## config.mk

```make
export PLATFORM = sky130hd
export DESIGN_NAME = uopTop
export DESIGN_NICKNAME = d
export VERILOG_FILES = /design/src/uopPkg.sv /design/src/instrDecode.sv /design/src/uopSequencer.sv /design/src/uopBuilder.sv /design/src/uopTop.sv
export SDC_FILE = /design/constraint.sdc
export NUM_CORES = 1
export LEC_CHECK = 0
export ABC_CLOCK_PERIOD_IN_PS = 17950
export BUFFER_PORTS_ARGS = -buffer_cell sky130_fd_sc_hd__buf_2
export CORE_MARGIN = 2
export CORE_UTILIZATION = 64
export CTS_BUF_LIST = sky130_fd_sc_hd__clkbuf_16
export CTS_CLUSTER_SIZE = 8
export DETAILED_ROUTE_END_ITERATION = 16
export GPL_ROUTABILITY_DRIVEN = 0
export PLACE_DENSITY_LB_ADDON = 0.2
export REMOVE_ABC_BUFFERS = 1
export SYNTH_ARGS = -nofsm -noshare
export SYNTH_HDL_FRONTEND = slang
export SYNTH_SLANG_ARGS = --single-unit
```

## constraint.sdc

```tcl
create_clock -name clk -period 17.95 [get_ports clk]
set_input_delay 1.795 -clock clk [delete_from_list [all_inputs] [get_ports clk]]
set_output_delay 1.795 -clock clk [all_outputs]
set_load 0.05 [all_outputs]
```

## src/uopPkg.sv

```systemverilog
// Shared types and encodings for the micro-op sequencer. Rz reuses R15 so split instructions must not read R15 as data
package uopPkg;

	typedef logic [31:0] instrWordT; // Instruction or micro-op word
	typedef logic [3:0]  regIdxT;    // Register index
	typedef logic [15:0] regListT;   // Load-multiple register list

	// Instruction classes seen by the sequencer
	typedef enum logic [2:0] {
		passThru,   // Single micro-op, unchanged
		rsrOp,      // Register-shifted-register data processing
		mlaShort,   // Short multiply-accumulate
		branchLink, // Branch with link
		loadMult    // Load-multiple with nonempty list
	} opClassT;

	// Sequencer states, also tag each step for the builder
	typedef enum logic [2:0] {
		ready,      // First micro-op or pass-through
		rsr,        // Operation on Rz after the shift
		multiply,   // Add after the multiply into Rz
		bl,         // Plain branch after the link move
		ldm         // One word load per listed register
	} seqStateT;

	// Data-processing opcodes used by the split micro-ops
	typedef enum logic [3:0] {
		addOpc = 4'b0100,
		movOpc = 4'b1101
	} dpOpcT;

	localparam regIdxT rzIdx   = 4'd15; // Scratch register
	localparam regIdxT linkIdx = 4'd14; // Link register
	localparam regIdxT pcIdx   = 4'd15; // Program counter

	// Control struct sent with every micro-op
	typedef struct packed {
		logic rzWrite;      // Destination is Rz
		logic rzRead;       // Rz used as an operand
		logic noFlagUpdate; // Hold the flags
		logic keepV;        // Keep the overflow flag
		logic prevRsr;      // Second half of an RSR split
		logic ldmForward;   // Load-multiple micro-op after the first
		logic lastUop;      // Final micro-op of its instruction
	} uopCtrlT;

	// Load-multiple summary from the decoder
	typedef struct packed {
		logic [4:0]  regCount; // Set bits in the list
		logic        startUp;  // Start offset is zero or positive
		logic [11:0] startMag; // Start offset magnitude in bytes
	} ldmInfoT;

	// One step from the sequencer to the builder
	typedef struct packed {
		seqStateT   state;  // Class state of this step
		instrWordT  instr;  // Instruction being split
		regIdxT     ldmReg; // Register loaded by this step
		logic [4:0] k;      // Micro-op index within the instruction
		ldmInfoT    ldm;    // Count and start offset
	} seqStepT;

endpackage

```

## src/instrDecode.sv

```systemverilog
// Combinational classifier for the held instruction. Empty-list loads and store-multiple are pass-through
`timescale 1ns/1ns

module instrDecode import uopPkg::*; (
	input  instrWordT instr,
	output opClassT   opClass,
	output ldmInfoT   ldmInfo
);

	logic       isRsr;     // Register-shifted-register form
	logic       isMla;     // Short accumulate form
	logic       isLdm;     // Load-multiple with registers
	logic       isBl;      // Branch with link
	logic [4:0] setCount;  // Registers in the list
	logic [6:0] listBytes; // Four bytes per register
	logic [6:0] lessOne;   // Four bytes per register minus one word

	assign isRsr = (instr[27:25] == 3'b000) && !instr[7] && instr[4];
	assign isMla = (instr[27:22] == 6'b000000) && instr[21] && (instr[7:4] == 4'b1001);
	assign isLdm = (instr[27:25] == 3'b100) && instr[20] && (instr[15:0] != 16'h0000);
	assign isBl = (instr[27:24] == 4'b1011);

	// Population count of the register list
	always_comb begin
		setCount = 5'd0;
		for (int i = 0; i < 16; i++) begin
			setCount = setCount + {4'd0, instr[i]};
		end
	end

	assign listBytes = {setCount, 2'b00};
	assign lessOne = {setCount - 5'd1, 2'b00}; // Only read when the list is nonempty

	// Fixed priority, RSR first
	always_comb begin
		if (isRsr)
			opClass = rsrOp;
		else if (isMla)
			opClass = mlaShort;
		else if (isLdm)
			opClass = loadMult;
		else if (isBl)
			opClass = branchLink;
		else
			opClass = passThru;
	end

	// Start offset from the P and U bits
	always_comb begin
		ldmInfo.regCount = setCount;
		case (instr[24:23])
			2'b01: begin // Increment after
				ldmInfo.startUp = 1'b1;
				ldmInfo.startMag = 12'd0;
			end
			2'b11: begin // Increment before
				ldmInfo.startUp = 1'b1;
				ldmInfo.startMag = 12'd4;
			end
			2'b00: begin // Decrement after, 4 - 4n
				ldmInfo.startUp = (setCount == 5'd1); // Zero counts as up
				ldmInfo.startMag = {5'd0, lessOne};
			end
			default: begin // Decrement before, -4n
				ldmInfo.startUp = 1'b0;
				ldmInfo.startMag = {5'd0, listBytes};
			end
		endcase
	end

endmodule

```

## src/uopSequencer.sv

```systemverilog
// Holds one instruction and issues its steps in order. The first step bypasses the holding register when empty
`timescale 1ns/1ns

module uopSequencer import uopPkg::*; (
	input  logic      clk,
	input  logic      reset,
	input  logic      instrValid,
	input  instrWordT instr,
	output logic      instrReady,
	output instrWordT heldInstr,
	input  opClassT   opClass,
	input  ldmInfoT   ldmInfo,
	output logic      stepValid,
	output seqStepT   step,
	input  logic      stepReady
);

	seqStateT   state;       // Next step of the held instruction
	logic       busy;        // Holding register is occupied
	instrWordT  heldReg;
	regListT    remList;     // Loads still to issue
	logic [4:0] kCnt;        // Steps already issued
	regListT    curList;
	regListT    clearedList; // Current list without its lowest bit
	seqStateT   classState;
	logic       lastStep;
	logic       stepFire;
	logic       accept;
	logic       loadHeld;

	// Index of the lowest set bit, zero for an empty list
	function automatic regIdxT lowestReg(input regListT list);
		regIdxT idx;
		idx = '0;
		for (int i = 15; i >= 0; i--) begin
			if (list[i])
				idx = regIdxT'(i);
		end
		return idx;
	endfunction

	assign heldInstr = busy ? heldReg : instr; // Bypass when empty
	assign curList = (state == ldm) ? remList : heldInstr[15:0];
	assign clearedList = curList & (curList - 16'd1);

	always_comb begin
		case (opClass)
			rsrOp:      classState = rsr;
			mlaShort:   classState = multiply;
			branchLink: classState = bl;
			loadMult:   classState = ldm;
			default:    classState = ready;
		endcase
	end

	always_comb begin
		case (state)
			ready:   lastStep = (classState == ready) ||
				((classState == ldm) && (clearedList == '0)); // Pass-through or single load
			ldm:     lastStep = (clearedList == '0);
			default: lastStep = 1'b1; // Second half of a split
		endcase
	end

	assign stepValid = busy || instrValid;
	assign stepFire = stepValid && stepReady;
	assign instrReady = !busy || (lastStep && stepReady);
	assign accept = instrValid && instrReady;
	assign loadHeld = accept && (busy || !(stepFire && lastStep)); // Keep unless fully issued

	always_comb begin
		step.state = (state == ready) ? classState : state;
		step.instr = heldInstr;
		step.ldmReg = lowestReg(curList);
		step.k = kCnt;
		step.ldm = ldmInfo;
	end

	always_ff @(posedge clk) begin
		if (reset) begin
			state <= ready;
			busy <= 1'b0;
			remList <= '0;
			kCnt <= 5'd0;
		end else begin
			busy <= loadHeld || (busy && !(stepFire && lastStep));
			if (stepFire) begin
				state <= lastStep ? ready : step.state;
				remList <= clearedList; // Lowest register done
				kCnt <= lastStep ? 5'd0 : kCnt + 5'd1;
			end
		end
	end

	always_ff @(posedge clk) begin
		if (loadHeld)
			heldReg <= instr;
	end

	// A load step always has a register left to load
	ldmListLive: assert property (@(posedge clk) disable iff (reset)
		(stepValid && state == ldm) |-> (remList != '0));

	stateLegal: assert property (@(posedge clk) disable iff (reset)
		state inside {ready, rsr, multiply, bl, ldm});

endmodule

```

## src/uopBuilder.sv

```systemverilog
// Forms each micro-op from a step and holds it in a single output register. Load offsets stay within 12 bits
`timescale 1ns/1ns

module uopBuilder import uopPkg::*; (
	input  logic      clk,
	input  logic      reset,
	input  logic      stepValid,
	input  seqStepT   step,
	output logic      stepReady,
	output logic      uopValid,
	output instrWordT uop,
	output uopCtrlT   uopCtrl,
	input  logic      uopReady
);

	instrWordT          si;        // Instruction of the step
	logic [3:0]         cond;
	logic               firstHalf; // First micro-op of a split
	logic signed [13:0] startOff;
	logic signed [13:0] loadOff;   // s + 4k
	logic [13:0]        loadMag;
	logic               loadUp;
	instrWordT          nextUop;
	uopCtrlT            nextCtrl;

	assign si = step.instr;
	assign cond = si[31:28];
	assign firstHalf = (step.k == 5'd0);

	// Signed load offset for this k
	assign startOff = step.ldm.startUp ? $signed({2'b00, step.ldm.startMag})
		: -$signed({2'b00, step.ldm.startMag});
	assign loadOff = startOff + $signed({7'd0, step.k, 2'b00});
	assign loadUp = !loadOff[13];
	assign loadMag = loadUp ? loadOff : -loadOff;

	always_comb begin
		nextUop = si;
		nextCtrl = '0;
		case (step.state)
			rsr: begin
				if (firstHalf) begin // Shift into Rz
					nextUop = {si[31:25], movOpc, 1'b0, 4'd0, rzIdx, si[11:0]};
					nextCtrl.rzWrite = 1'b1;
					nextCtrl.noFlagUpdate = 1'b1;
				end else begin // Operate on Rz unshifted
					nextUop = {si[31:12], 8'd0, rzIdx};
					nextCtrl.rzRead = 1'b1;
					nextCtrl.prevRsr = 1'b1;
					nextCtrl.lastUop = 1'b1;
				end
			end
			multiply: begin
				if (firstHalf) begin // Plain multiply into Rz
					nextUop = {si[31:22], 2'b00, rzIdx, 4'd0, si[11:0]};
					nextCtrl.rzWrite = 1'b1;
					nextCtrl.keepV = 1'b1;
				end else begin // Rd = Rz + Rn
					nextUop = {cond, 3'b000, addOpc, si[20], rzIdx, si[19:16], 8'd0, si[15:12]};
					nextCtrl.rzRead = 1'b1;
					nextCtrl.lastUop = 1'b1;
				end
			end
			bl: begin
				if (firstHalf) begin
					nextUop = {cond, 3'b000, movOpc, 1'b0, 4'd0, linkIdx, 8'd0, pcIdx}; // R14 = R15
				end else begin
					nextUop = {si[31:25], 1'b0, si[23:0]}; // Link bit cleared
					nextCtrl.lastUop = 1'b1;
				end
			end
			ldm: begin // Pre-indexed word load, no writeback
				nextUop = {cond, 3'b010, 1'b1, loadUp, 1'b0, 1'b0, 1'b1, si[19:16], step.ldmReg,
					loadMag[11:0]};
				nextCtrl.noFlagUpdate = 1'b1;
				nextCtrl.ldmForward = !firstHalf;
				nextCtrl.lastUop = (step.k == step.ldm.regCount - 5'd1);
			end
			default: begin
				nextCtrl.lastUop = 1'b1; // Pass-through
			end
		endcase
	end

	// Take a step when empty or draining
	assign stepReady = !uopValid || uopReady;

	always_ff @(posedge clk) begin
		if (reset)
			uopValid <= 1'b0;
		else
			uopValid <= stepValid || (uopValid && !uopReady);
	end

	always_ff @(posedge clk) begin
		if (stepValid && stepReady) begin
			uop <= nextUop;
			uopCtrl <= nextCtrl;
		end
	end

	// Stalled output holds its value
	uopHold: assert property (@(posedge clk) disable iff (reset)
		(uopValid && !uopReady) |=> (uopValid && $stable(uop) && $stable(uopCtrl)));

endmodule

```

## src/uopTop.sv

```systemverilog
// Micro-op sequencer top level. One instruction can wait in the sequencer while another drains the output
`timescale 1ns/1ns

module uopTop import uopPkg::*; (
	input  logic      clk,
	input  logic      reset,
	input  logic      instrValid,
	input  instrWordT instr,
	output logic      instrReady,
	output logic      uopValid,
	output instrWordT uop,
	output uopCtrlT   uopCtrl,
	input  logic      uopReady
);

	instrWordT heldInstr; // Instruction under decode
	opClassT   opClass;
	ldmInfoT   ldmInfo;
	logic      stepValid;
	logic      stepReady;
	seqStepT   step;

	instrDecode decode (
		.instr   (heldInstr),
		.opClass (opClass),
		.ldmInfo (ldmInfo)
	);

	uopSequencer sequencer (
		.clk        (clk),
		.reset      (reset),
		.instrValid (instrValid),
		.instr      (instr),
		.instrReady (instrReady),
		.heldInstr  (heldInstr),
		.opClass    (opClass),
		.ldmInfo    (ldmInfo),
		.stepValid  (stepValid),
		.step       (step),
		.stepReady  (stepReady)
	);

	uopBuilder builder (
		.clk       (clk),
		.reset     (reset),
		.stepValid (stepValid),
		.step      (step),
		.stepReady (stepReady),
		.uopValid  (uopValid),
		.uop       (uop),
		.uopCtrl   (uopCtrl),
		.uopReady  (uopReady)
	);

endmodule

```

# Yosys cells after proc, flatten, opt, wreduce, memory -nomap -nowiden
# Cells that the tools add are included.
word_totals:
  regBits: 97
  input_bits: 36
  out_inout_bits: 41
  elab_cells: 129
op_classes:
  addsub: 21
  n_eq_ne: 17
  muxes: 38
  bitwise_logic: 1
  n_reduce_logical: 38
op_table:
  columns: ["operator", "count"]
  rows:
  - ["28-bit one-hot mux with 4 select lines", 1]
  - ["5-bit by 1-bit adder with 5-bit output", 14]
  - ["4-bit 2-to-1 mux", 16]
  - ["28-bit 2-to-1 mux", 2]
  - ["13-bit one-hot mux with 3 select lines", 1]
  - ["32-bit 2-to-1 mux", 1]
  - ["25-bit 2-to-1 mux", 1]
  - ["16-bit AND", 1]
  - ["16-bit zero test", 1]
  - ["16-bit 2-to-1 mux", 1]
  - ["16-bit nonzero test", 1]
  - ["16-bit by 1-bit subtractor with 16-bit output (second input constant)", 1]
  - ["3-bit equality test (second input constant)", 5]
  - ["3-bit 2-to-1 mux", 5]
  - ["14-bit by 8-bit adder with 14-bit output", 1]
  - ["1-bit logical AND", 14]
  - ["14-bit 2-to-1 mux", 1]
  - ["12-bit negation with 14-bit output", 1]
  - ["3-bit by 2-bit equality test with 1-bit output (second input constant)", 4]
  - ["12-bit 2-to-1 mux", 1]
  - ["12-bit negation", 1]
  - ["3-bit one-hot mux with 4 select lines", 1]
  - ["3-bit zero test", 3]
  - ["4-bit equality test (second input constant)", 2]
  - ["19 further kinds", 35]

# Longest topological paths before layout
logic_depth:
  ltp_word: 24
  ltp_mapped: 32
  ltp_nobuf: 27

# Modules after synthesis
# Synthesis repeated with hierarchy kept, for this count alone.
hier_totals:
  cells_unflattened: 803
  hier_area_um2: 7327.0
by_module_without_submodules:
  columns: ["module", "n_inst", "cells_each", "area_each_um2"]
  rows:
  - ["uopSequencer", 1, 363, 3560.9]
  - ["uopBuilder", 1, 350, 3044.2]
  - ["instrDecode", 1, 90, 721.9]

# Worst setup path after synthesis
# OpenSTA, ideal clock, no wires.
synth_timing:
  path_type: "in2reg"
  startpoint: "input port instr[0]"
  endpoint: "register builder.uop[9] (data pin)"
  t_arrival_ns: 8.338
  required_ns: 17.774
  slack_ns: 9.436
  cell_stages: 24
  path_cell_list: "mux2i_2 ha_1 inv_1 fa_1 fa_1 fa_1 fa_1 fa_1 fa_1 ha_1 inv_1 or4_4 a221oi_2 inv_1 ha_1 nand2_1 o21ai_0 ha_1 a21boi_0 o211ai_1 a211oi_1 o21ai_0 and3_1 o32ai_1"
synth_between:
  elab_chain_len: 24
  word_cells_on_any_way: 40
  cone_classes: "add/sub (19); eq/ne (9); mux (10); reduce/logical (2)"
synth_lines:
  columns: ["item", "line_no", "rtl"]
  rows:
  - ["start: declaration", "uopTop.sv:8", "input instrWordT instr,"]
  - ["32-bit 2-to-1 mux *", "uopSequencer.sv:42", "assign heldInstr = busy ? heldReg : instr;"]
  - ["1-bit by 1-bit adder with 2-bit output", "instrDecode.sv:27", "setCount = setCount + {4'd0, instr[i]};"]
  - ["5-bit by 1-bit adder with 5-bit output (14 in a row)", "instrDecode.sv:27", null]
  - ["5-bit by 1-bit subtractor with 5-bit output", "instrDecode.sv:32", "assign lessOne = {setCount - 5'd1, 2'b00};"]
  - ["13-bit one-hot mux with 3 select lines", "instrDecode.sv:51", "case (instr[24:23])"]
  - ["12-bit negation with 14-bit output", "uopBuilder.sv:32", ": -$signed({2'b00, step.ldm.startMag});"]
  - ["14-bit 2-to-1 mux", "uopBuilder.sv:31", "assign startOff = step.ldm.startUp ? $signed({2'b00, step.ldm.startMag})"]
  - ["14-bit by 8-bit adder with 14-bit output", "uopBuilder.sv:33", "assign loadOff = startOff + $signed({7'd0, step.k, 2'b00});"]
  - ["12-bit negation", "uopBuilder.sv:35", "assign loadMag = loadUp ? loadOff : -loadOff;"]
  - ["12-bit 2-to-1 mux", "uopBuilder.sv:35", null]
  - ["28-bit one-hot mux with 4 select lines *", "uopBuilder.sv:40", "case (step.state)"]
  - ["named net builder.nextUop[9]", "uopBuilder.sv:23", "instrWordT nextUop;"]
  - ["end signal: assignment", "uopBuilder.sv:97", "uop <= nextUop;"]
  - ["end: declaration", "uopBuilder.sv:11", "output instrWordT uop,"]
# The timed path passes the listed nets; every way through them passes the cells marked *.
# A chain may end at the register's enable or synchronous reset.

# Worst setup path in the final report
layout_timing:
  startpoint: "input port instr[6]"
  endpoint: "register builder.uop[9] (data pin)"
layout_between:
  elab_chain_len: 19
  word_cells_on_any_way: 37
  cone_classes: "add/sub (14); eq/ne (10); mux (10); reduce/logical (3)"
layout_lines:
  columns: ["item", "line_no"]
  rows:
  - ["32-bit 2-to-1 mux *", "uopSequencer.sv:42"]
  - ["5-bit by 1-bit adder with 5-bit output (10 in a row)", "instrDecode.sv:27"]
  - ["5-bit by 1-bit subtractor with 5-bit output", "instrDecode.sv:32"]
  - ["13-bit one-hot mux with 3 select lines", "instrDecode.sv:51"]
  - ["12-bit negation with 14-bit output", "uopBuilder.sv:32"]
  - ["14-bit 2-to-1 mux", "uopBuilder.sv:31"]
  - ["14-bit by 8-bit adder with 14-bit output", "uopBuilder.sv:33"]
  - ["12-bit negation", "uopBuilder.sv:35"]
  - ["12-bit 2-to-1 mux", "uopBuilder.sv:35"]
  - ["28-bit one-hot mux with 4 select lines *", "uopBuilder.sv:40"]
  - ["named net builder.nextUop[9]", "uopBuilder.sv:23"]
# Marked as above.

==> results.txt <==
# fillers = 751
H-tree Lvls = 3
Max-cap check violation count = 0
CTS tree = done
Synth area leader = edfxtp_1
Max VDD drop = 0.000115 V
Worst EP required = 18.11 ns
Share of cells above drive strength 1 = 0.199
Main combinational cell family by area after synthesis = compound AO/OA/AOI/OAI gates
Routed wire length per instance = 20.8 um
Syn Inst Count = 676
Max-slew headroom = 0.218
CP max FO = 11
Insertion delay to the later sink of the worst-skew pair = 0.36 ns
First-pass GRT wire length = 29,000 um
Largest cells by area after synthesis = edfxtp_1 32%, dfxtp_1 7.4%, mux2i_1 4.5%
Antenna Cells = 0
Asr flop ratio synth = 0
DPL Wire Length = 13,200 um
DRT Pass-1 Iters = 7
Port buffer count = 76
Clock buffer depth = 2
Seq/Total Area, Yosys = 0.392
Library cells used by synthesis = 95
Drt first-iter violations = 786
Register area = 0.00263 mm^2
Largest net degree at the start of global routing = 70
CTS sink cnt = 96
Area after DPL = 0.00713 mm^2
Run status = complete, no violations
Primary FF master, synth = edfxtp_1
Final max-slew violation count = 0
Avg Inst Size Synth = 9.95 um^2
RSZ-0062 raised after global routing = false
Post-Synth Adder-Cell Area = 0.0696
Fin crit share = 0.529
I/O Pins = 77
R2R Setup Slk = 8.83 ns
ANT nets after route = 0
GRT Total Usage = 0.329
Slew at the pin closest to its max-slew limit = 1.17 ns
Area delta synth->final = 10.3%
Final setup TNS = 0 ns
Most common cell after layout, fill and taps aside = buf_2
Final setup viols = 0
Synth Area in Simple Gates = 0.171
Final WL = 18,300 um
Max Freq = 105 MHz
Static Leak = 2.92 nW
PostCTS Resize Cnt = 0
Grt total ovfl = 0
Post-synthesis xor/xnor area fraction = 0.0335
Final Hold Vio Count = 0
Antenna violations before repair = 0
Design area = 0.00741 mm^2
Min Clock Period, post-route = 9.49 ns
Drt drc = 0
Final nets = 804
Synth top area share = 0.317
Routed vias/inst = 6.78
Power per cell area = 153 mW/mm^2
EDFF count, synth = 71
Reg clk slew, reported paths = 0.07 ns
Netlist Area Pre-Place = 0.00672 mm^2
Die height = 107 um
Vias in the first global route = 5,724
Synth Register Bits = 96
Multi-input logic area = 0.00374 mm^2
Cts bufs inserted = 9
Clock Skew = 0.00968 ns
Via count = 5,958
Most frequent cells in the layout = 76 x buf_2, 71 x edfxtp_1, 59 x nor2_1, 47 x a21oi_1, 41 x inv_1
Cell row count = 37
Hold crit path type = reg2reg
WS Path Type = in2reg
Compound-cell area share of the yosys netlist = 0.202
Die ar. = 0.0113 mm^2
Yosys warns = 0
Final worst setup slack = 8.46 ns
Post-CTS setup buffer count = 0
CTS root buffer = clkbuf_16
Die Wd = 107 um
Arr. time, crit path = 9.66 ns
Place WS = 8.35 ns
Initial core utilization = 0.654
Mux cell area share after synthesis = 0.0782
Hold_buf cts = 0
Core Region = 0.0103 mm^2
Startpoint Class = input port
Nature of the critical path endpoint = flip-flop
[worst paths after layout]
| path | endpoint | start | cells after the start |
|---|---|---|---|
| max | builder.uop[9] | instr[6] | 24 |
| min | sequencer.remList[15] | sequencer.remList[15] | 2 |
| max reg2reg | builder.uop[9] | sequencer.busy | 24 |
| min reg2reg | sequencer.remList[15] | sequencer.remList[15] | 2 |
[where the power goes]
group / switching [mW] / internal, mW
logic: 0.421 / 0.253
clock network: 0.0924 / 0.0967
registers: 0.00949 / 0.262
[synth_stat cells (all sizes together) (4+ instances only)]
library cell,instances
nand2,41
a31oi,10
nor4,5
a221oi,5
nor2,59
a21boi,4
fa,11
xor2,11
and3,8
xnor2,12
a221o,5
dfxtp,25
a211oi,10
nand3,21
mux2,15
o21ai,37
a22oi,5
and2,6
a21oi,49
o32ai,4
buf,18
or3,8
inv,42
clkbuf,13
nor2b,6
a21o,4
o22ai,9
mux2i,33
ha,19
o211ai,6
nor3,27
edfxtp,71
nor3b,8
nand2b,5
or3b,4
[per-stage QoR]
| step | utilization | power (mW) | std cells | hold slack, ns |
|---|---|---|---|---|
| finish | 0.721 | 1.14 | 879 | 0.456 |
| CTS | 0.721 | 1.12 | 879 | 0.458 |
| global route | 0.721 | 1.21 | 879 | 0.493 |
| floorplan | - | 0.794 | 645 | 0.430 |
| detailed placement | 0.694 | 0.928 | 863 | 0.449 |
| global placement | 0.694 | 0.899 | 863 | 0.446 |
[cell families after synthesis]
| family | count (synthesis) |
|---|---|
| compound gates | 187 |
| buf+inv | 73 |
| simple gates | 217 |
| fa+ha+maj | 31 |
| xor+xnor | 24 |
| mux | 48 |
| flops | 96 |
[metal layers]
metal  GRT usage  vias up  routed length, um
li1            -     2672                  -
met4       0.139        0                580
met5           0        -                  0
met3      0.0791       70               1780
met1       0.425     2821               7350
met2       0.530      395               8600
[critical path, stage by stage]
cell and delay [ns]:
buf_2 0.11, mux2i_1 0.45, inv_1 0.14, fa_1 0.55, inv_1 0.05, fa_1 0.46, fa_1 0.54, fa_1 0.43
fa_1 0.42, fa_1 0.46, xnor2_1 0.59, nor2_1 0.19, a41oi_1 0.85, a21o_1 0.25, inv_1 0.06, fa_1 0.42
nor2b_1 0.12, o21ai_0 0.10, a21boi_0 0.51, o211ai_1 0.15, a211oi_1 0.28, o21ai_0 0.19, and3_1 0.24, o32ai_1 0.28
[area by class of cell]
type	count	share of cell area
Inverter	42	0.0213
Timing Repair Buffer	82	0.0574
Clock buffer	9	0.0304
Sequential cell	96	0.355
Multi-Input combinational cell	507	0.505
Tap cell	136	0.0229
Clock inverter	7	0.00810
[flip-flops by register name (all words and copies together) (netlist names)]
signal,cells
sequencer.heldReg,32
sequencer.kCnt,5
sequencer.busy,1
builder.uopCtrl,7
builder.uopValid,1
sequencer.state,3
builder.uop,32
sequencer.remList,15
No activity file was read; power rests on OpenSTA's default activity.
